File: config.mk
export PLATFORM = sky130hd
export DESIGN_NAME = eeprom_ctrl_top
export DESIGN_NICKNAME = d
export VERILOG_FILES = /design/src/design/eeprom_pkg.sv /design/src/design/eeprom_ctrl_top.sv /design/src/design/eeprom_sequencer.sv /design/src/design/serial_bit_engine.sv
export VERILOG_INCLUDE_DIRS = /design/src /design/src/design
export SDC_FILE = /design/constraint.sdc
export NUM_CORES = 1
export LEC_CHECK = 0
export BUFFER_PORTS_ARGS = -buffer_cell sky130_fd_sc_hd__buf_2
export CORE_AREA = 8 8 68 94
export CTS_CLUSTER_DIAMETER = 120
export DETAILED_ROUTE_END_ITERATION = 10
export DIE_AREA = 0 0 76 102
export MAX_ROUTING_LAYER = met4
export PLACE_DENSITY_LB_ADDON = 0.3
export SYNTH_ARGS = -nofsm -noshare
export SYNTH_HDL_FRONTEND = slang
export SYNTH_SLANG_ARGS = --single-unit
File: constraint.sdc
create_clock -name CLK -period 3.5 [get_ports CLK]
set_input_delay 0.7 -clock CLK [delete_from_list [all_inputs] [get_ports CLK]]
set_output_delay 0.7 -clock CLK [all_outputs]
set_load 0.1 [all_outputs]
File: src/design/eeprom_consts.svh
`ifndef EEPROM_CONSTS_SVH
`define EEPROM_CONSTS_SVH

// CLK cycles per half SCL period
// must be even, SDA moves at the middle of a half period
`define EE_SCL_HALF 2

// fixed upper nibble of the control byte
`define EE_DEV_CODE 4'b1010

// 2K byte array
`define EE_ADDR_W 11

// one data or control byte
`define EE_DATA_W 8

`endif

File: src/design/eeprom_pkg.sv
`include "eeprom_consts.svh"

package eeprom_pkg;

    typedef logic [`EE_ADDR_W-1:0] ee_addr_t;
    typedef logic [`EE_DATA_W-1:0] ee_byte_t;

    // commands accepted by the bit engine
    typedef enum logic [2:0]
    {
        cmd_start,
        cmd_send,
        cmd_recv,
        cmd_stop
    } bit_cmd_t;

    typedef enum logic [3:0]
    {
        st_idle,
        st_wr_start,    // first start, write direction
        st_ctrl_w,
        st_addr,
        st_data_w,
        st_rd_start,    // repeated start
        st_ctrl_r,
        st_data_r,
        st_stop,
        st_ack
    } seq_state_t;

endpackage

File: src/design/eeprom_ctrl_top.sv
`timescale 1ns/1ps

module eeprom_ctrl_top
(
    input  logic                 CLK,
    input  logic                 RESET,
    input  logic                 wr,
    input  logic                 rd,
    input  eeprom_pkg::ee_addr_t addr,
    input  eeprom_pkg::ee_byte_t wdata,
    output logic                 ack,
    output eeprom_pkg::ee_byte_t rdata,
    output logic                 scl,
    output logic                 sda_out,
    output logic                 sda_oe,
    input  logic                 sda_in
);

    eeprom_pkg::bit_cmd_t cmd;
    logic                 cmd_valid;
    eeprom_pkg::ee_byte_t tx_byte;
    logic                 done;
    eeprom_pkg::ee_byte_t rx_byte;

    eeprom_sequencer u_seq
    (
        .CLK       (CLK),
        .RESET     (RESET),
        .wr        (wr),
        .rd        (rd),
        .addr      (addr),
        .wdata     (wdata),
        .ack       (ack),
        .rdata     (rdata),
        .cmd       (cmd),
        .cmd_valid (cmd_valid),
        .tx_byte   (tx_byte),
        .done      (done),
        .rx_byte   (rx_byte)
    );

    // wire side, SDA split into out, enable and in
    serial_bit_engine u_eng
    (
        .CLK       (CLK),
        .RESET     (RESET),
        .cmd       (cmd),
        .cmd_valid (cmd_valid),
        .tx_byte   (tx_byte),
        .done      (done),
        .rx_byte   (rx_byte),
        .scl       (scl),
        .sda_out   (sda_out),
        .sda_oe    (sda_oe),
        .sda_in    (sda_in)
    );

endmodule

File: src/design/eeprom_sequencer.sv
`timescale 1ns/1ps
`include "eeprom_consts.svh"

module eeprom_sequencer
(
    input  logic                 CLK,
    input  logic                 RESET,
    input  logic                 wr,
    input  logic                 rd,
    input  eeprom_pkg::ee_addr_t addr,
    input  eeprom_pkg::ee_byte_t wdata,
    output logic                 ack,
    output eeprom_pkg::ee_byte_t rdata,
    output eeprom_pkg::bit_cmd_t cmd,
    output logic                 cmd_valid,
    output eeprom_pkg::ee_byte_t tx_byte,
    input  logic                 done,
    input  eeprom_pkg::ee_byte_t rx_byte
);

    eeprom_pkg::seq_state_t state;
    eeprom_pkg::seq_state_t step_to;
    eeprom_pkg::ee_addr_t   addr_r;
    eeprom_pkg::ee_byte_t   wdata_r;
    eeprom_pkg::ee_byte_t   ctrl_w;
    eeprom_pkg::ee_byte_t   ctrl_r;
    logic                   is_rd;
    logic                   take;

    // strobes outside idle are dropped, wr wins over rd
    assign take = (state == eeprom_pkg::st_idle) && (wr || rd);

    // device code, block select, R/W
    assign ctrl_w = {`EE_DEV_CODE, addr_r[`EE_ADDR_W-1:8], 1'b0};
    assign ctrl_r = {`EE_DEV_CODE, addr_r[`EE_ADDR_W-1:8], 1'b1};

    assign ack = (state == eeprom_pkg::st_ack);

    // command for the state just entered, valid with the cmd_valid pulse
    always_comb
    begin
        cmd     = eeprom_pkg::cmd_stop;
        tx_byte = '0;
        case (state)
            eeprom_pkg::st_wr_start,
            eeprom_pkg::st_rd_start:
                cmd = eeprom_pkg::cmd_start;
            eeprom_pkg::st_ctrl_w:
            begin
                cmd     = eeprom_pkg::cmd_send;
                tx_byte = ctrl_w;
            end
            eeprom_pkg::st_addr:
            begin
                cmd     = eeprom_pkg::cmd_send;
                tx_byte = addr_r[7:0];
            end
            eeprom_pkg::st_data_w:
            begin
                cmd     = eeprom_pkg::cmd_send;
                tx_byte = wdata_r;
            end
            eeprom_pkg::st_ctrl_r:
            begin
                cmd     = eeprom_pkg::cmd_send;
                tx_byte = ctrl_r;
            end
            eeprom_pkg::st_data_r:
                cmd = eeprom_pkg::cmd_recv;
            default:
                cmd = eeprom_pkg::cmd_stop;
        endcase
    end

    // where each done leads
    always_comb
    begin
        case (state)
            eeprom_pkg::st_wr_start: step_to = eeprom_pkg::st_ctrl_w;
            eeprom_pkg::st_ctrl_w:   step_to = eeprom_pkg::st_addr;
            eeprom_pkg::st_addr:     step_to = is_rd ? eeprom_pkg::st_rd_start
                                                     : eeprom_pkg::st_data_w;
            eeprom_pkg::st_data_w:   step_to = eeprom_pkg::st_stop;
            eeprom_pkg::st_rd_start: step_to = eeprom_pkg::st_ctrl_r;
            eeprom_pkg::st_ctrl_r:   step_to = eeprom_pkg::st_data_r;
            eeprom_pkg::st_data_r:   step_to = eeprom_pkg::st_stop;
            eeprom_pkg::st_stop:     step_to = eeprom_pkg::st_ack;
            default:                 step_to = eeprom_pkg::st_idle;
        endcase
    end

    always_ff @(posedge CLK)
    begin
        if (RESET)
        begin
            state     <= eeprom_pkg::st_idle;
            cmd_valid <= 1'b0;
            is_rd     <= 1'b0;
        end
        else
        begin
            cmd_valid <= 1'b0;
            if (take)
            begin
                is_rd     <= !wr;
                state     <= eeprom_pkg::st_wr_start;
                cmd_valid <= 1'b1;
            end
            else if (state == eeprom_pkg::st_ack)
                state <= eeprom_pkg::st_idle;
            else if (state != eeprom_pkg::st_idle && done)
            begin
                state     <= step_to;
                cmd_valid <= (step_to != eeprom_pkg::st_ack);   // stop is the last command
            end
        end
    end

    always_ff @(posedge CLK)
    begin
        if (take)
        begin
            addr_r  <= addr;
            wdata_r <= wdata;
        end
        if (state == eeprom_pkg::st_stop && done && is_rd)
            rdata <= rx_byte;   // held until the next read ends
    end

    a_ack_single : assert property (@(posedge CLK) disable iff (RESET)
        ack |=> (!ack && state == eeprom_pkg::st_idle))
        else $error("ack longer than one cycle");

endmodule

File: src/design/serial_bit_engine.sv
`timescale 1ns/1ps
`include "eeprom_consts.svh"

module serial_bit_engine
(
    input  logic                 CLK,
    input  logic                 RESET,
    input  eeprom_pkg::bit_cmd_t cmd,
    input  logic                 cmd_valid,
    input  eeprom_pkg::ee_byte_t tx_byte,
    output logic                 done,
    output eeprom_pkg::ee_byte_t rx_byte,
    output logic                 scl,
    output logic                 sda_out,
    output logic                 sda_oe,
    input  logic                 sda_in
);

    localparam int HALF   = `EE_SCL_HALF;
    localparam int PERIOD = 2 * HALF;
    localparam int MID    = HALF / 2;
    localparam int CNT_W  = $clog2(PERIOD);
    localparam int BIT_W  = $clog2(`EE_DATA_W);

    logic                 busy;
    logic                 accept;
    logic [CNT_W-1:0]     cnt;      // position inside one SCL period
    logic [CNT_W-1:0]     cnt_nxt;
    logic                 last_cycle;
    logic                 last_period;
    logic [BIT_W-1:0]     bit_cnt;
    eeprom_pkg::bit_cmd_t cmd_r;
    eeprom_pkg::ee_byte_t shreg;

    assign accept     = cmd_valid && !busy;
    assign last_cycle = (cnt == CNT_W'(PERIOD - 1));
    assign cnt_nxt    = last_cycle ? '0 : cnt + 1'b1;

    // start and stop are one period, bytes are eight
    always_comb
    begin
        if (cmd_r == eeprom_pkg::cmd_start || cmd_r == eeprom_pkg::cmd_stop)
            last_period = 1'b1;
        else
            last_period = (bit_cnt == BIT_W'(`EE_DATA_W - 1));
    end

    // each period is a low half then a high half, so SCL rests high when idle
    always_ff @(posedge CLK)
    begin
        if (RESET)
        begin
            busy    <= 1'b0;
            done    <= 1'b0;
            cnt     <= '0;
            bit_cnt <= '0;
            cmd_r   <= eeprom_pkg::cmd_start;
            scl     <= 1'b1;
            sda_out <= 1'b1;
            sda_oe  <= 1'b0;
        end
        else
        begin
            done <= 1'b0;
            if (accept)
            begin
                busy    <= 1'b1;
                cnt     <= '0;
                bit_cnt <= '0;
                cmd_r   <= cmd;
                scl     <= 1'b0;        // first low half
            end
            else if (busy)
            begin
                cnt <= cnt_nxt;
                if (cnt_nxt == CNT_W'(HALF))
                    scl <= 1'b1;

                // middle of the low half
                if (cnt_nxt == CNT_W'(MID))
                begin
                    case (cmd_r)
                        eeprom_pkg::cmd_start:
                        begin
                            sda_out <= 1'b1;    // also sets up a repeated start
                            sda_oe  <= 1'b1;
                        end
                        eeprom_pkg::cmd_stop:
                        begin
                            sda_out <= 1'b0;
                            sda_oe  <= 1'b1;
                        end
                        eeprom_pkg::cmd_send:
                        begin
                            sda_out <= shreg[`EE_DATA_W-1];  // msb first
                            sda_oe  <= 1'b1;
                        end
                        default:
                            sda_oe <= 1'b0;     // slave drives
                    endcase
                end

                // middle of the high half
                if (cnt_nxt == CNT_W'(HALF + MID))
                begin
                    if (cmd_r == eeprom_pkg::cmd_start)
                        sda_out <= 1'b0;
                    else if (cmd_r == eeprom_pkg::cmd_stop)
                        sda_out <= 1'b1;
                end

                if (last_cycle)
                begin
                    if (last_period)
                    begin
                        busy <= 1'b0;
                        done <= 1'b1;
                        if (cmd_r == eeprom_pkg::cmd_stop)
                            sda_oe <= 1'b0;     // pull-up keeps the line high
                    end
                    else
                    begin
                        scl     <= 1'b0;
                        bit_cnt <= bit_cnt + 1'b1;
                    end
                end
            end
        end
    end

    always_ff @(posedge CLK)
    begin
        if (accept)
            shreg <= tx_byte;
        else if (busy && cmd_r == eeprom_pkg::cmd_send && cnt_nxt == CNT_W'(MID))
            shreg <= {shreg[`EE_DATA_W-2:0], 1'b0};
        else if (busy && cmd_r == eeprom_pkg::cmd_recv && last_cycle)
            shreg <= {shreg[`EE_DATA_W-2:0], sda_in};   // SCL high and settled

        if (busy && cmd_r == eeprom_pkg::cmd_recv && last_cycle && last_period)
            rx_byte <= {shreg[`EE_DATA_W-2:0], sda_in};
    end

    // sequencer must wait for done
    a_cmd_when_idle : assert property (@(posedge CLK) disable iff (RESET)
        cmd_valid |-> !busy)
        else $error("cmd_valid while the bit engine is busy");

    a_rx_released : assert property (@(posedge CLK) disable iff (RESET)
        (busy && cmd_r == eeprom_pkg::cmd_recv && (bit_cnt != '0 || cnt >= CNT_W'(MID)))
        |-> !sda_oe)
        else $error("SDA driven during a receive");

    a_sda_scl_high : assert property (@(posedge CLK) disable iff (RESET)
        (scl && $past(scl) && sda_out != $past(sda_out))
        |-> ($past(cmd_r) == eeprom_pkg::cmd_start || $past(cmd_r) == eeprom_pkg::cmd_stop))
        else $error("SDA moved while SCL high outside start or stop");

endmodule

# Word level (Yosys, flattened, before mapping)
# Index checks and enable logic that the tools add are counted.
# classes
addsub,2
eq_ne,18
n_mux,35
bitwise_logic,4
n_reduce_logical,29
# ops
op,n
one-hot mux 8 bit (4 select lines),1
one-hot mux 4 bit (7 select lines),1
two-way mux 1 bit,27
two-way mux 8 bit,3
== test 4 x 3 -> 1 bit (second input constant),4
logical AND 1 bit,10
== test 4 x 2 -> 1 bit (second input constant),2
== test 4 bit (second input constant),2
OR reduction 4 bit,2
== test 2 bit (second input constant),3
== test 3 x 2 -> 1 bit (second input constant),2
one-hot mux 2 bit (3 select lines),1
nonzero test 3 bit,2
OR reduction 2 bit,3
OR reduction 3 bit,2
== test 4 x 1 -> 1 bit (second input constant),1
logical NOT 4 bit,1
inequality test 4 bit (second input constant),1
NOT 1 bit,4
nonzero test 4 bit,1
adder 3 x 1 -> 3 bit (second input constant),1
== test 3 x 1 -> 1 bit (second input constant),1
== test 3 bit (second input constant),1
logical NOT 3 bit,1
other kinds (9),11
# word_totals
reg_bits,62
in_bits,24

# Logic depth before layout (Yosys ltp)
# Gate-level depths: netlist (run 1).
# depth
ltp_word,8
ltp_mapped,6
mapped_depth_nobuf,6

# Hierarchy
# From an unflattened synthesis (run 1), not the netlist that was laid out.
# hier_totals
cells_unflattened,218
hier_area_um2,2746.4
# modules_own_cells
mod,n_inst,cells_each,area_each_um2,seq_area_each_um2
eeprom_sequencer,1,94,1406.3,930.9
serial_bit_engine,1,124,1340.0,740.7

# Worst setup path after synthesis (run 1)
# Ideal clock, no wire load.
# synth_path
path_type,register to output
from,register u_seq.state[2]
to,output port ack
arrival_ns,1.513
slack_ns,1.287
path_stages_with_launch,5
n_path_buf,2
path_cell_list,dfxtp_1 buf_6 buf_6 nor2_1 and3_1
# synth_between
elab_chain_cells,1
# synth_lines
item,line,rtl
from (decl),eeprom_sequencer.sv:21,eeprom_pkg::seq_state_t state;
from (signal assigned),eeprom_sequencer.sv:96,state <= eeprom_pkg::st_idle;
from (signal assigned),eeprom_sequencer.sv:106,state <= eeprom_pkg::st_wr_start;
from (signal assigned),eeprom_sequencer.sv:110,state <= eeprom_pkg::st_idle;
== test 4 bit,eeprom_sequencer.sv:37,assign ack = (state == eeprom_pkg::st_ack);
to (decl),eeprom_ctrl_top.sv:11,"output logic ack,"
# Every way passes these cells.

# Final worst setup path (run 1)
# layout_path
from,register u_seq.state[1]
to,output port ack
# The elaborated chain is that of the path after synthesis.

==> impl_metrics.xml, run 1 <==
<?xml version="1.0" encoding="UTF-8"?>
<metrics>
  <group name="outcome">
    <metric name="run_status" unit="">complete, no violations</metric>
  </group>
  <group name="pwr">
    <metric name="totalPowerFinal" unit="W">0.00157</metric>
    <metric name="clockPowerShare" unit="%">38.5</metric>
    <metric name="cellInternalPower" unit="W">0.00119</metric>
    <metric name="switching_share" unit="%">24.5</metric>
    <metric name="power_density" unit="mW/mm2">517</metric>
    <metric name="vdd_drop_max" unit="mV">0.442</metric>
    <metric name="power.sequential.fraction" unit="%">53.4</metric>
    <metric name="power.static_leakage" unit="nW">1.14</metric>
    <metric name="comb_power_share" unit="%">8.1</metric>
    <metric name="p_sw" unit="W">0.000385</metric>
  </group>
  <group name="route">
    <metric name="wl" unit="um">4470</metric>
    <metric name="route.detailed.wl_per_inst" unit="um">13.8</metric>
    <metric name="via_per_inst" unit="">5.22</metric>
    <metric name="antenna_left" unit="">0</metric>
    <metric name="drcViolationCount" unit="">0</metric>
    <metric name="drtPass1Iterations" unit="">4</metric>
    <metric name="vias" unit="">1697</metric>
    <metric name="starting_drt_drc_count" unit="">108</metric>
  </group>
  <group name="sta">
    <metric name="timing.slew.headroom" unit="%">50.9</metric>
    <metric name="worstMarginPinSlew" unit="ps">736</metric>
    <metric name="layout_min_cycle_time" unit="ps">2490</metric>
    <metric name="maxClockFrequency" unit="GHz">0.402</metric>
    <metric name="timing.clock.skew" unit="ps">8.82</metric>
    <metric name="fin_crit_sh" unit="%">71.0</metric>
    <metric name="sum_neg_setup_slack" unit="ps">0</metric>
    <metric name="hold_viol_final" unit="">0</metric>
    <metric name="worst_hold_slack" unit="ps">420</metric>
    <metric name="report.final.setup_viol" unit="">0</metric>
    <metric name="rsz0062_at_grt" unit="">false</metric>
    <metric name="maxSlewViolCount" unit="">0</metric>
  </group>
  <group name="placed_design">
    <metric name="gpl.final_weighted_congestion" unit="">0.769</metric>
    <metric name="placed_cell_area" unit="mm2">0.00285</metric>
    <metric name="port_buffers" unit="">35</metric>
    <metric name="dp.final_hpwl" unit="um">3160</metric>
  </group>
  <group name="die">
    <metric name="rows" unit="">31</metric>
    <metric name="floorplan.die_area" unit="mm2">0.00775</metric>
    <metric name="core_area" unit="mm2">0.00500</metric>
    <metric name="initial_core_util" unit="%">53.3</metric>
    <metric name="floorplan.io_pins" unit="">36</metric>
    <metric name="width_of_the_die" unit="um">76</metric>
    <metric name="die_h" unit="um">102</metric>
  </group>
  <group name="setup_path">
    <metric name="crit_fanout" unit="">22</metric>
    <metric name="path_cells" unit="">nor2_1 -&gt; and3_1 -&gt; buf_2</metric>
    <metric name="timing.critical_path.from_type" unit="">flop</metric>
    <metric name="cp.arrival" unit="ps">1790</metric>
    <metric name="worstSetupPathType" unit="">flop to primary output</metric>
    <metric name="slowest_stage" unit="">sky130_fd_sc_hd__dfxtp_1</metric>
    <metric name="crit_required" unit="ps">2800</metric>
    <metric name="critical_path_capture_point_type" unit="">primary output</metric>
    <metric name="cp_slowest_stage_delay" unit="ps">800</metric>
  </group>
  <group name="global_route">
    <metric name="top_usage_layer" unit="">met2</metric>
    <metric name="globalRoute.totalOverflow" unit="">0</metric>
    <metric name="grt_first_pass_wirelength" unit="um">7540</metric>
    <metric name="groute.layer.met3.usage" unit="%">3.17</metric>
    <metric name="via_count_of_the_first_global_routing_pass" unit="">1739</metric>
    <metric name="groute.layer.met1.usage" unit="%">12.8</metric>
    <metric name="use_met2" unit="%">20.7</metric>
    <metric name="grt_antenna_before_repair" unit="">0</metric>
    <metric name="pin_count_of_the_biggest_net_entering_global_routing" unit="">23</metric>
    <metric name="groute.usage.overall" unit="%">12.6</metric>
  </group>
  <group name="yosys">
    <metric name="synth_area_leaders" unit="">sky130_fd_sc_hd__edfxtp_1 48%, sky130_fd_sc_hd__dfxtp_1 14%, sky130_fd_sc_hd__ha_1 5.2%</metric>
    <metric name="synth-warning-count" unit="">0</metric>
    <metric name="yosysMostFrequentCell" unit="">sky130_fd_sc_hd__edfxtp_1</metric>
    <metric name="share_of_the_yosys_chip_area_belonging_to_registers" unit="%">62.0</metric>
    <metric name="post_synth_instance_area" unit="mm2">0.00267</metric>
    <metric name="syn_area_per_cell" unit="um2">12.2</metric>
    <metric name="syn-num-nets" unit="">253</metric>
    <metric name="ys_seq_elements" unit="">61</metric>
    <metric name="synthDominantAreaCellType" unit="">sky130_fd_sc_hd__edfxtp_1</metric>
    <metric name="netlist_top_cells_count" unit="">43 x sky130_fd_sc_hd__edfxtp_1, 18 x sky130_fd_sc_hd__dfxtp_1, 17 x sky130_fd_sc_hd__nand2_1</metric>
    <metric name="synth_top_area_share" unit="%">48.5</metric>
    <metric name="synth_cells" unit="">218</metric>
    <metric name="yosys_most_used_dff" unit="">sky130_fd_sc_hd__edfxtp_1</metric>
    <metric name="synthArstFlopShare" unit="%">0</metric>
    <metric name="number_of_synthesized_flops_with_an_enable_pin" unit="">43</metric>
    <metric name="synth_cell_type_count" unit="">41</metric>
  </group>
  <group name="clock_network">
    <metric name="clockBufferDepth" unit="">2</metric>
    <metric name="ctsResizeCount" unit="">0</metric>
    <metric name="worstSkewPairLatency" unit="ps">330</metric>
    <metric name="number_of_buffers_inserted_by_post_cts_setup_repair" unit="">0</metric>
    <metric name="clk_pin_slew" unit="ps">70</metric>
    <metric name="cts-buffers-inserted" unit="">9</metric>
    <metric name="level_count_of_the_clock_h_tree" unit="">3</metric>
    <metric name="master_cell_of_the_clock_root_buffer" unit="">sky130_fd_sc_hd__clkbuf_8</metric>
    <metric name="cts_tree" unit="">built</metric>
    <metric name="clock_sink_count" unit="">61</metric>
    <metric name="post_cts_hold_buffer_count" unit="">0</metric>
  </group>
  <group name="final_layout">
    <metric name="finish.utilization" unit="%">60.8</metric>
    <metric name="drive_gt1_share" unit="%">22.8</metric>
    <metric name="antenna-diode-count" unit="">0</metric>
    <metric name="fin_area" unit="mm2">0.00304</metric>
    <metric name="area.growth.synth_to_final" unit="%">14.2</metric>
    <metric name="final_net_count" unit="">289</metric>
  </group>
  <group name="job">
    <metric name="drv.max_cap_violation_count" unit="">0</metric>
  </group>
  <group name="min_path">
    <metric name="worst_hold_path_type" unit="">flop to flop</metric>
  </group>
</metrics>
[worst paths after layout]
path / startpoint / to / slack [ps] / depth (start not counted)
worst max-delay path: u_seq.state[1] / ack / 1010 / 3
worst min register to register: u_eng.rx_byte[3] / u_seq.rdata[3] / 420 / 0
worst min-delay path: u_eng.rx_byte[3] / u_seq.rdata[3] / 420 / 0
worst max register to register: u_seq.state[1] / u_seq.wdata_r[4] / 1500 / 3
[metrics by stage]
stage / setup WS, ps / instances
2_1_floorplan: 1290 / 218
3_3_place_gp: 1390 / 309
3_5_place_dp: 1360 / 309
4_1_cts: 998 / 325
5_1_grt: 897 / 325
6_report: 1010 / 325
[registers in the layout, summed over array words and instances, names as in the netlist]
name / cells
u_eng.bit_cnt: 3
u_eng.cnt: 2
u_eng.sda_oe: 1
u_eng.cmd_r: 2
u_seq.wdata_r: 8
u_seq.rdata: 8
u_seq.state: 4
u_eng.scl: 1
u_seq.addr_r: 11
u_seq.is_rd: 1
u_seq.cmd_valid: 1
u_eng.done: 1
u_eng.rx_byte: 8
u_eng.sda_out: 1
u_eng.busy: 1
u_eng.shreg: 8
[cell families after synthesis]
kind of cell               count (synthesis)  synth area share [%]
AOI/OAI and AO/OA                         53                  13.0
and+or+nand+nor                           70                  14.4
adders and majority gates                 11                  5.16
muxes                                      2                 0.751
DFF                                       61                  62.0
xor gates and xnor gates                   1                 0.329
buffers and inverters                     20                  4.41
[power groups by stage]
| stage | clock network, W | registers, W | logic [W] |
|---|---|---|---|
| after floorplan | 0 | 0.000869 | 0.0000812 |
| after global placement | 0 | 0.000856 | 0.000126 |
| after detailed placement | 0 | 0.000856 | 0.000128 |
| after CTS | 0.000623 | 0.000841 | 0.000129 |
| after global routing | 0.000653 | 0.000846 | 0.000143 |
| final | 0.000607 | 0.000841 | 0.000128 |
[layout by cell type, fill, tap and decap left out, types with 7 or more instances in the layout]
master,n
sky130_fd_sc_hd__edfxtp_1,43
sky130_fd_sc_hd__buf_2,35
sky130_fd_sc_hd__dfxtp_1,18
sky130_fd_sc_hd__nand2_1,17
sky130_fd_sc_hd__nor2_1,16
sky130_fd_sc_hd__a21oi_1,14
sky130_fd_sc_hd__ha_1,11
sky130_fd_sc_hd__inv_1,9
sky130_fd_sc_hd__a22oi_1,9
sky130_fd_sc_hd__clkbuf_8,9
sky130_fd_sc_hd__nor2b_1,8
sky130_fd_sc_hd__o21ai_1,7
sky130_fd_sc_hd__nor3_1,7
[final cells by class]
class,instances,area [um2]
Inverter,9,33.8
Clock buffer,9,124
Timing Repair Buffer,36,183
Tap cell,66,82.6
Fill cell,437,1960
Multi-Input combinational cell,137,896
Sequential cell,61,1650
Clock inverter,7,73.8
[layer usage]
metal  part of all wire [%]  vias to the layer above  wire length (um)
li1                       -                      872                 -
met1                     43                      779              1940
met2                     50                       38              2250
met3                    3.7                        8               164
met4                    2.5                        0               114
met5                      0                        -                 0
[critical path: cells and delay by family (launching register included)]
family | cells | cell delay (ps)
buffers and inverters | 1 | 280
AND/OR/NAND/NOR | 2 | 380
flip-flops | 1 | 800
Power figures use the tool's default switching activity.
==> run 2, diff against run 1 <==
==> constraint.sdc (replaced) <==
create_clock -name CLK -period 2.45 [get_ports CLK]
set_input_delay 0.49 -clock CLK [delete_from_list [all_inputs] [get_ports CLK]]
set_output_delay 0.49 -clock CLK [all_outputs]
set_load 0.1 [all_outputs]
==> run 2 against run 1 <==
Compared with the run above:
- first-iteration DRC count grew 27%
- combinational power up 53%
- register-to-register slack lost 930 ps
- sequential power increased by 41%
- clock skew decreased by 0.79 ps
- hold slack lost 87 ps
- count of clock-buffer cells in the layout rose by 1
- wire length increased by 4.7%
- via count grew 2.5%
- sequential share of layout area fell by 0.96 points
- highest routed layer unchanged
==> impl_metrics.xml, run 2 (synthesized netlist as in run 1, its figures left out) <==
<?xml version="1.0" encoding="UTF-8"?>
<metrics>
  <group name="clock_network">
    <metric name="cts-buffers-inserted" unit="">9</metric>
    <metric name="post_cts_hold_buffer_count" unit="">0</metric>
    <metric name="clock_sink_count" unit="">61</metric>
    <metric name="master_cell_of_the_clock_root_buffer" unit="">sky130_fd_sc_hd__clkbuf_8</metric>
    <metric name="ctsResizeCount" unit="">0</metric>
    <metric name="number_of_buffers_inserted_by_post_cts_setup_repair" unit="">0</metric>
    <metric name="worstSkewPairLatency" unit="ps">330</metric>
    <metric name="clockBufferDepth" unit="">2</metric>
    <metric name="clk_pin_slew" unit="ps">60</metric>
    <metric name="cts_tree" unit="">built</metric>
    <metric name="level_count_of_the_clock_h_tree" unit="">3</metric>
  </group>
  <group name="die">
    <metric name="width_of_the_die" unit="um">76</metric>
    <metric name="floorplan.io_pins" unit="">36</metric>
    <metric name="floorplan.die_area" unit="mm2">0.00775</metric>
    <metric name="core_area" unit="mm2">0.00500</metric>
    <metric name="initial_core_util" unit="%">53.3</metric>
    <metric name="rows" unit="">31</metric>
    <metric name="die_h" unit="um">102</metric>
  </group>
  <group name="sta">
    <metric name="maxClockFrequency" unit="GHz">0.521</metric>
    <metric name="timing.slew.headroom" unit="%">56.4</metric>
    <metric name="final_critical_path_setup_slack" unit="ps">530</metric>
    <metric name="report.final.setup_viol" unit="">0</metric>
    <metric name="timing.clock.skew" unit="ps">8.04</metric>
    <metric name="worstMarginPinSlew" unit="ps">651</metric>
    <metric name="rsz0062_at_grt" unit="">false</metric>
    <metric name="fin_crit_sh" unit="%">78.3</metric>
    <metric name="sum_neg_setup_slack" unit="ps">0</metric>
    <metric name="hold_viol_final" unit="">0</metric>
    <metric name="layout_min_cycle_time" unit="ps">1920</metric>
    <metric name="maxSlewViolCount" unit="">0</metric>
  </group>
  <group name="pwr">
    <metric name="power.sequential.fraction" unit="%">51.0</metric>
    <metric name="clockPowerShare" unit="%">40.6</metric>
    <metric name="power_density" unit="mW/mm2">754</metric>
    <metric name="cellInternalPower" unit="W">0.00180</metric>
    <metric name="vdd_drop_max" unit="mV">0.394</metric>
    <metric name="comb_power_share" unit="%">8.4</metric>
    <metric name="switching_share" unit="%">22.9</metric>
    <metric name="p_sw" unit="W">0.000536</metric>
    <metric name="totalPowerFinal" unit="W">0.00234</metric>
    <metric name="power.static_leakage" unit="nW">1.17</metric>
  </group>
  <group name="final_layout">
    <metric name="largest_reg_flops" unit="">11</metric>
    <metric name="layout_common_cells" unit="">43 x sky130_fd_sc_hd__edfxtp_1, 35 x sky130_fd_sc_hd__buf_2, 18 x sky130_fd_sc_hd__dfxtp_1</metric>
    <metric name="final_net_count" unit="">294</metric>
    <metric name="multi_input_area" unit="um2">896</metric>
    <metric name="fin_area" unit="mm2">0.00310</metric>
    <metric name="drive_gt1_share" unit="%">23.5</metric>
    <metric name="area.growth.synth_to_final" unit="%">16.3</metric>
    <metric name="finish.utilization" unit="%">61.9</metric>
    <metric name="mostFrequentLayoutCell" unit="">sky130_fd_sc_hd__edfxtp_1</metric>
    <metric name="largest-register" unit="">u_seq.addr_r</metric>
    <metric name="fillers" unit="">393</metric>
    <metric name="antenna-diode-count" unit="">0</metric>
    <metric name="seqCellArea" unit="mm2">0.00165</metric>
  </group>
  <group name="placed_design">
    <metric name="port_buffers" unit="">35</metric>
    <metric name="pre_cts_slack" unit="ps">578</metric>
    <metric name="dp.final_hpwl" unit="um">3410</metric>
    <metric name="gpl.final_weighted_congestion" unit="">0.863</metric>
    <metric name="placed_cell_area" unit="mm2">0.00288</metric>
  </group>
  <group name="setup_path">
    <metric name="cp.arrival" unit="ps">1430</metric>
    <metric name="worst_setup_path_startpoint" unit="">u_seq.state[1]</metric>
    <metric name="worst_r2r_startpoint" unit="">u_eng.cmd_r[0]</metric>
    <metric name="crit_required" unit="ps">1960</metric>
    <metric name="timing.critical_path.from_type" unit="">flop</metric>
    <metric name="crit_fanout" unit="">3</metric>
    <metric name="critical_path_capture_point_type" unit="">primary output</metric>
    <metric name="worstSetupPathType" unit="">flop to primary output</metric>
    <metric name="worst_r2r_path_depth" unit="">4</metric>
  </group>
  <group name="route">
    <metric name="via_per_inst" unit="">5.27</metric>
    <metric name="drtPass1Iterations" unit="">7</metric>
    <metric name="starting_drt_drc_count" unit="">137</metric>
    <metric name="drcViolationCount" unit="">0</metric>
    <metric name="vias" unit="">1739</metric>
    <metric name="wl" unit="um">4680</metric>
    <metric name="route.detailed.wl_per_inst" unit="um">14.2</metric>
    <metric name="antenna_left" unit="">0</metric>
  </group>
  <group name="global_route">
    <metric name="pin_count_of_the_biggest_net_entering_global_routing" unit="">22</metric>
    <metric name="grt_antenna_before_repair" unit="">0</metric>
    <metric name="via_count_of_the_first_global_routing_pass" unit="">1800</metric>
    <metric name="groute.usage.overall" unit="%">13.4</metric>
    <metric name="globalRoute.totalOverflow" unit="">0</metric>
    <metric name="grt_first_pass_wirelength" unit="um">7960</metric>
  </group>
  <group name="min_path">
    <metric name="hold_path.startpoint" unit="">wdata[3]</metric>
    <metric name="hold-path-cell-count" unit="">1</metric>
    <metric name="worst_hold_path_type" unit="">input port to flop</metric>
  </group>
  <group name="job">
    <metric name="drv.max_cap_violation_count" unit="">0</metric>
  </group>
  <group name="outcome">
    <metric name="run_status" unit="">complete, no violations</metric>
  </group>
</metrics>
[run 2: cell types whose count changed in the layout (fill, tap and decap cells not counted)]
cell                         delta
sky130_fd_sc_hd__bufinv_16      +1
sky130_fd_sc_hd__buf_4          +5
sky130_fd_sc_hd__clkinv_2       -2
sky130_fd_sc_hd__clkinv_4       -1
sky130_fd_sc_hd__inv_6          -1
sky130_fd_sc_hd__clkinvlp_4     +1
sky130_fd_sc_hd__clkbuf_1       +1
sky130_fd_sc_hd__clkinv_1       +1
[run 2: final cells by class]
| type | count | share of cell area (%) |
|---|---|---|
| clock buffer | 10 | 4.12 |
| clock inverter | 6 | 2.83 |
| inverter | 9 | 1.09 |
| multi-input combinational | 137 | 28.9 |
| sequential | 61 | 53.3 |
| tap | 66 | 2.66 |
| timing repair buffer | 41 | 7.11 |
[run 2: critical path, stage by stage (launching register included)]
cell and delay [ps]:
sky130_fd_sc_hd__dfxtp_1 310, sky130_fd_sc_hd__nor2_1 200, sky130_fd_sc_hd__and3_1 180, sky130_fd_sc_hd__buf_2 420
[run 2: power by group through the flow]
stage	combinational [W]	sequential, W	clock (W)
2_1_floorplan	0.000116	0.00124	0
3_3_place_gp	0.000192	0.00121	0
3_5_place_dp	0.000197	0.00122	0
4_1_cts	0.000198	0.00119	0.000976
5_1_grt	0.000219	0.00120	0.00102
6_report	0.000196	0.00119	0.000949
[run 2: final timing paths]
path,slack [ps],to
worst min-delay path,330,u_seq.wdata_r[3]
worst max register to register,570,u_eng.rx_byte[4]
worst max-delay path,530,ack
worst min register to register,420,u_seq.rdata[5]
[run 2: stage by stage]
stage	hold WS, ps	instances
detailed placement	408	314
global placement	401	314
finish	333	330
CTS	313	330
floorplan	400	218
global route	319	330
[run 2: metal layers]
| metal | track usage [%] | vias to the layer above | wire length, um |
|---|---|---|---|
| li1 | - | 885 | - |
| met1 | 13.7 | 795 | 1980 |
| met2 | 22.0 | 49 | 2370 |
| met3 | 3.17 | 10 | 214 |
| met4 | 10.3 | 0 | 122 |
| met5 | - | - | 0 |
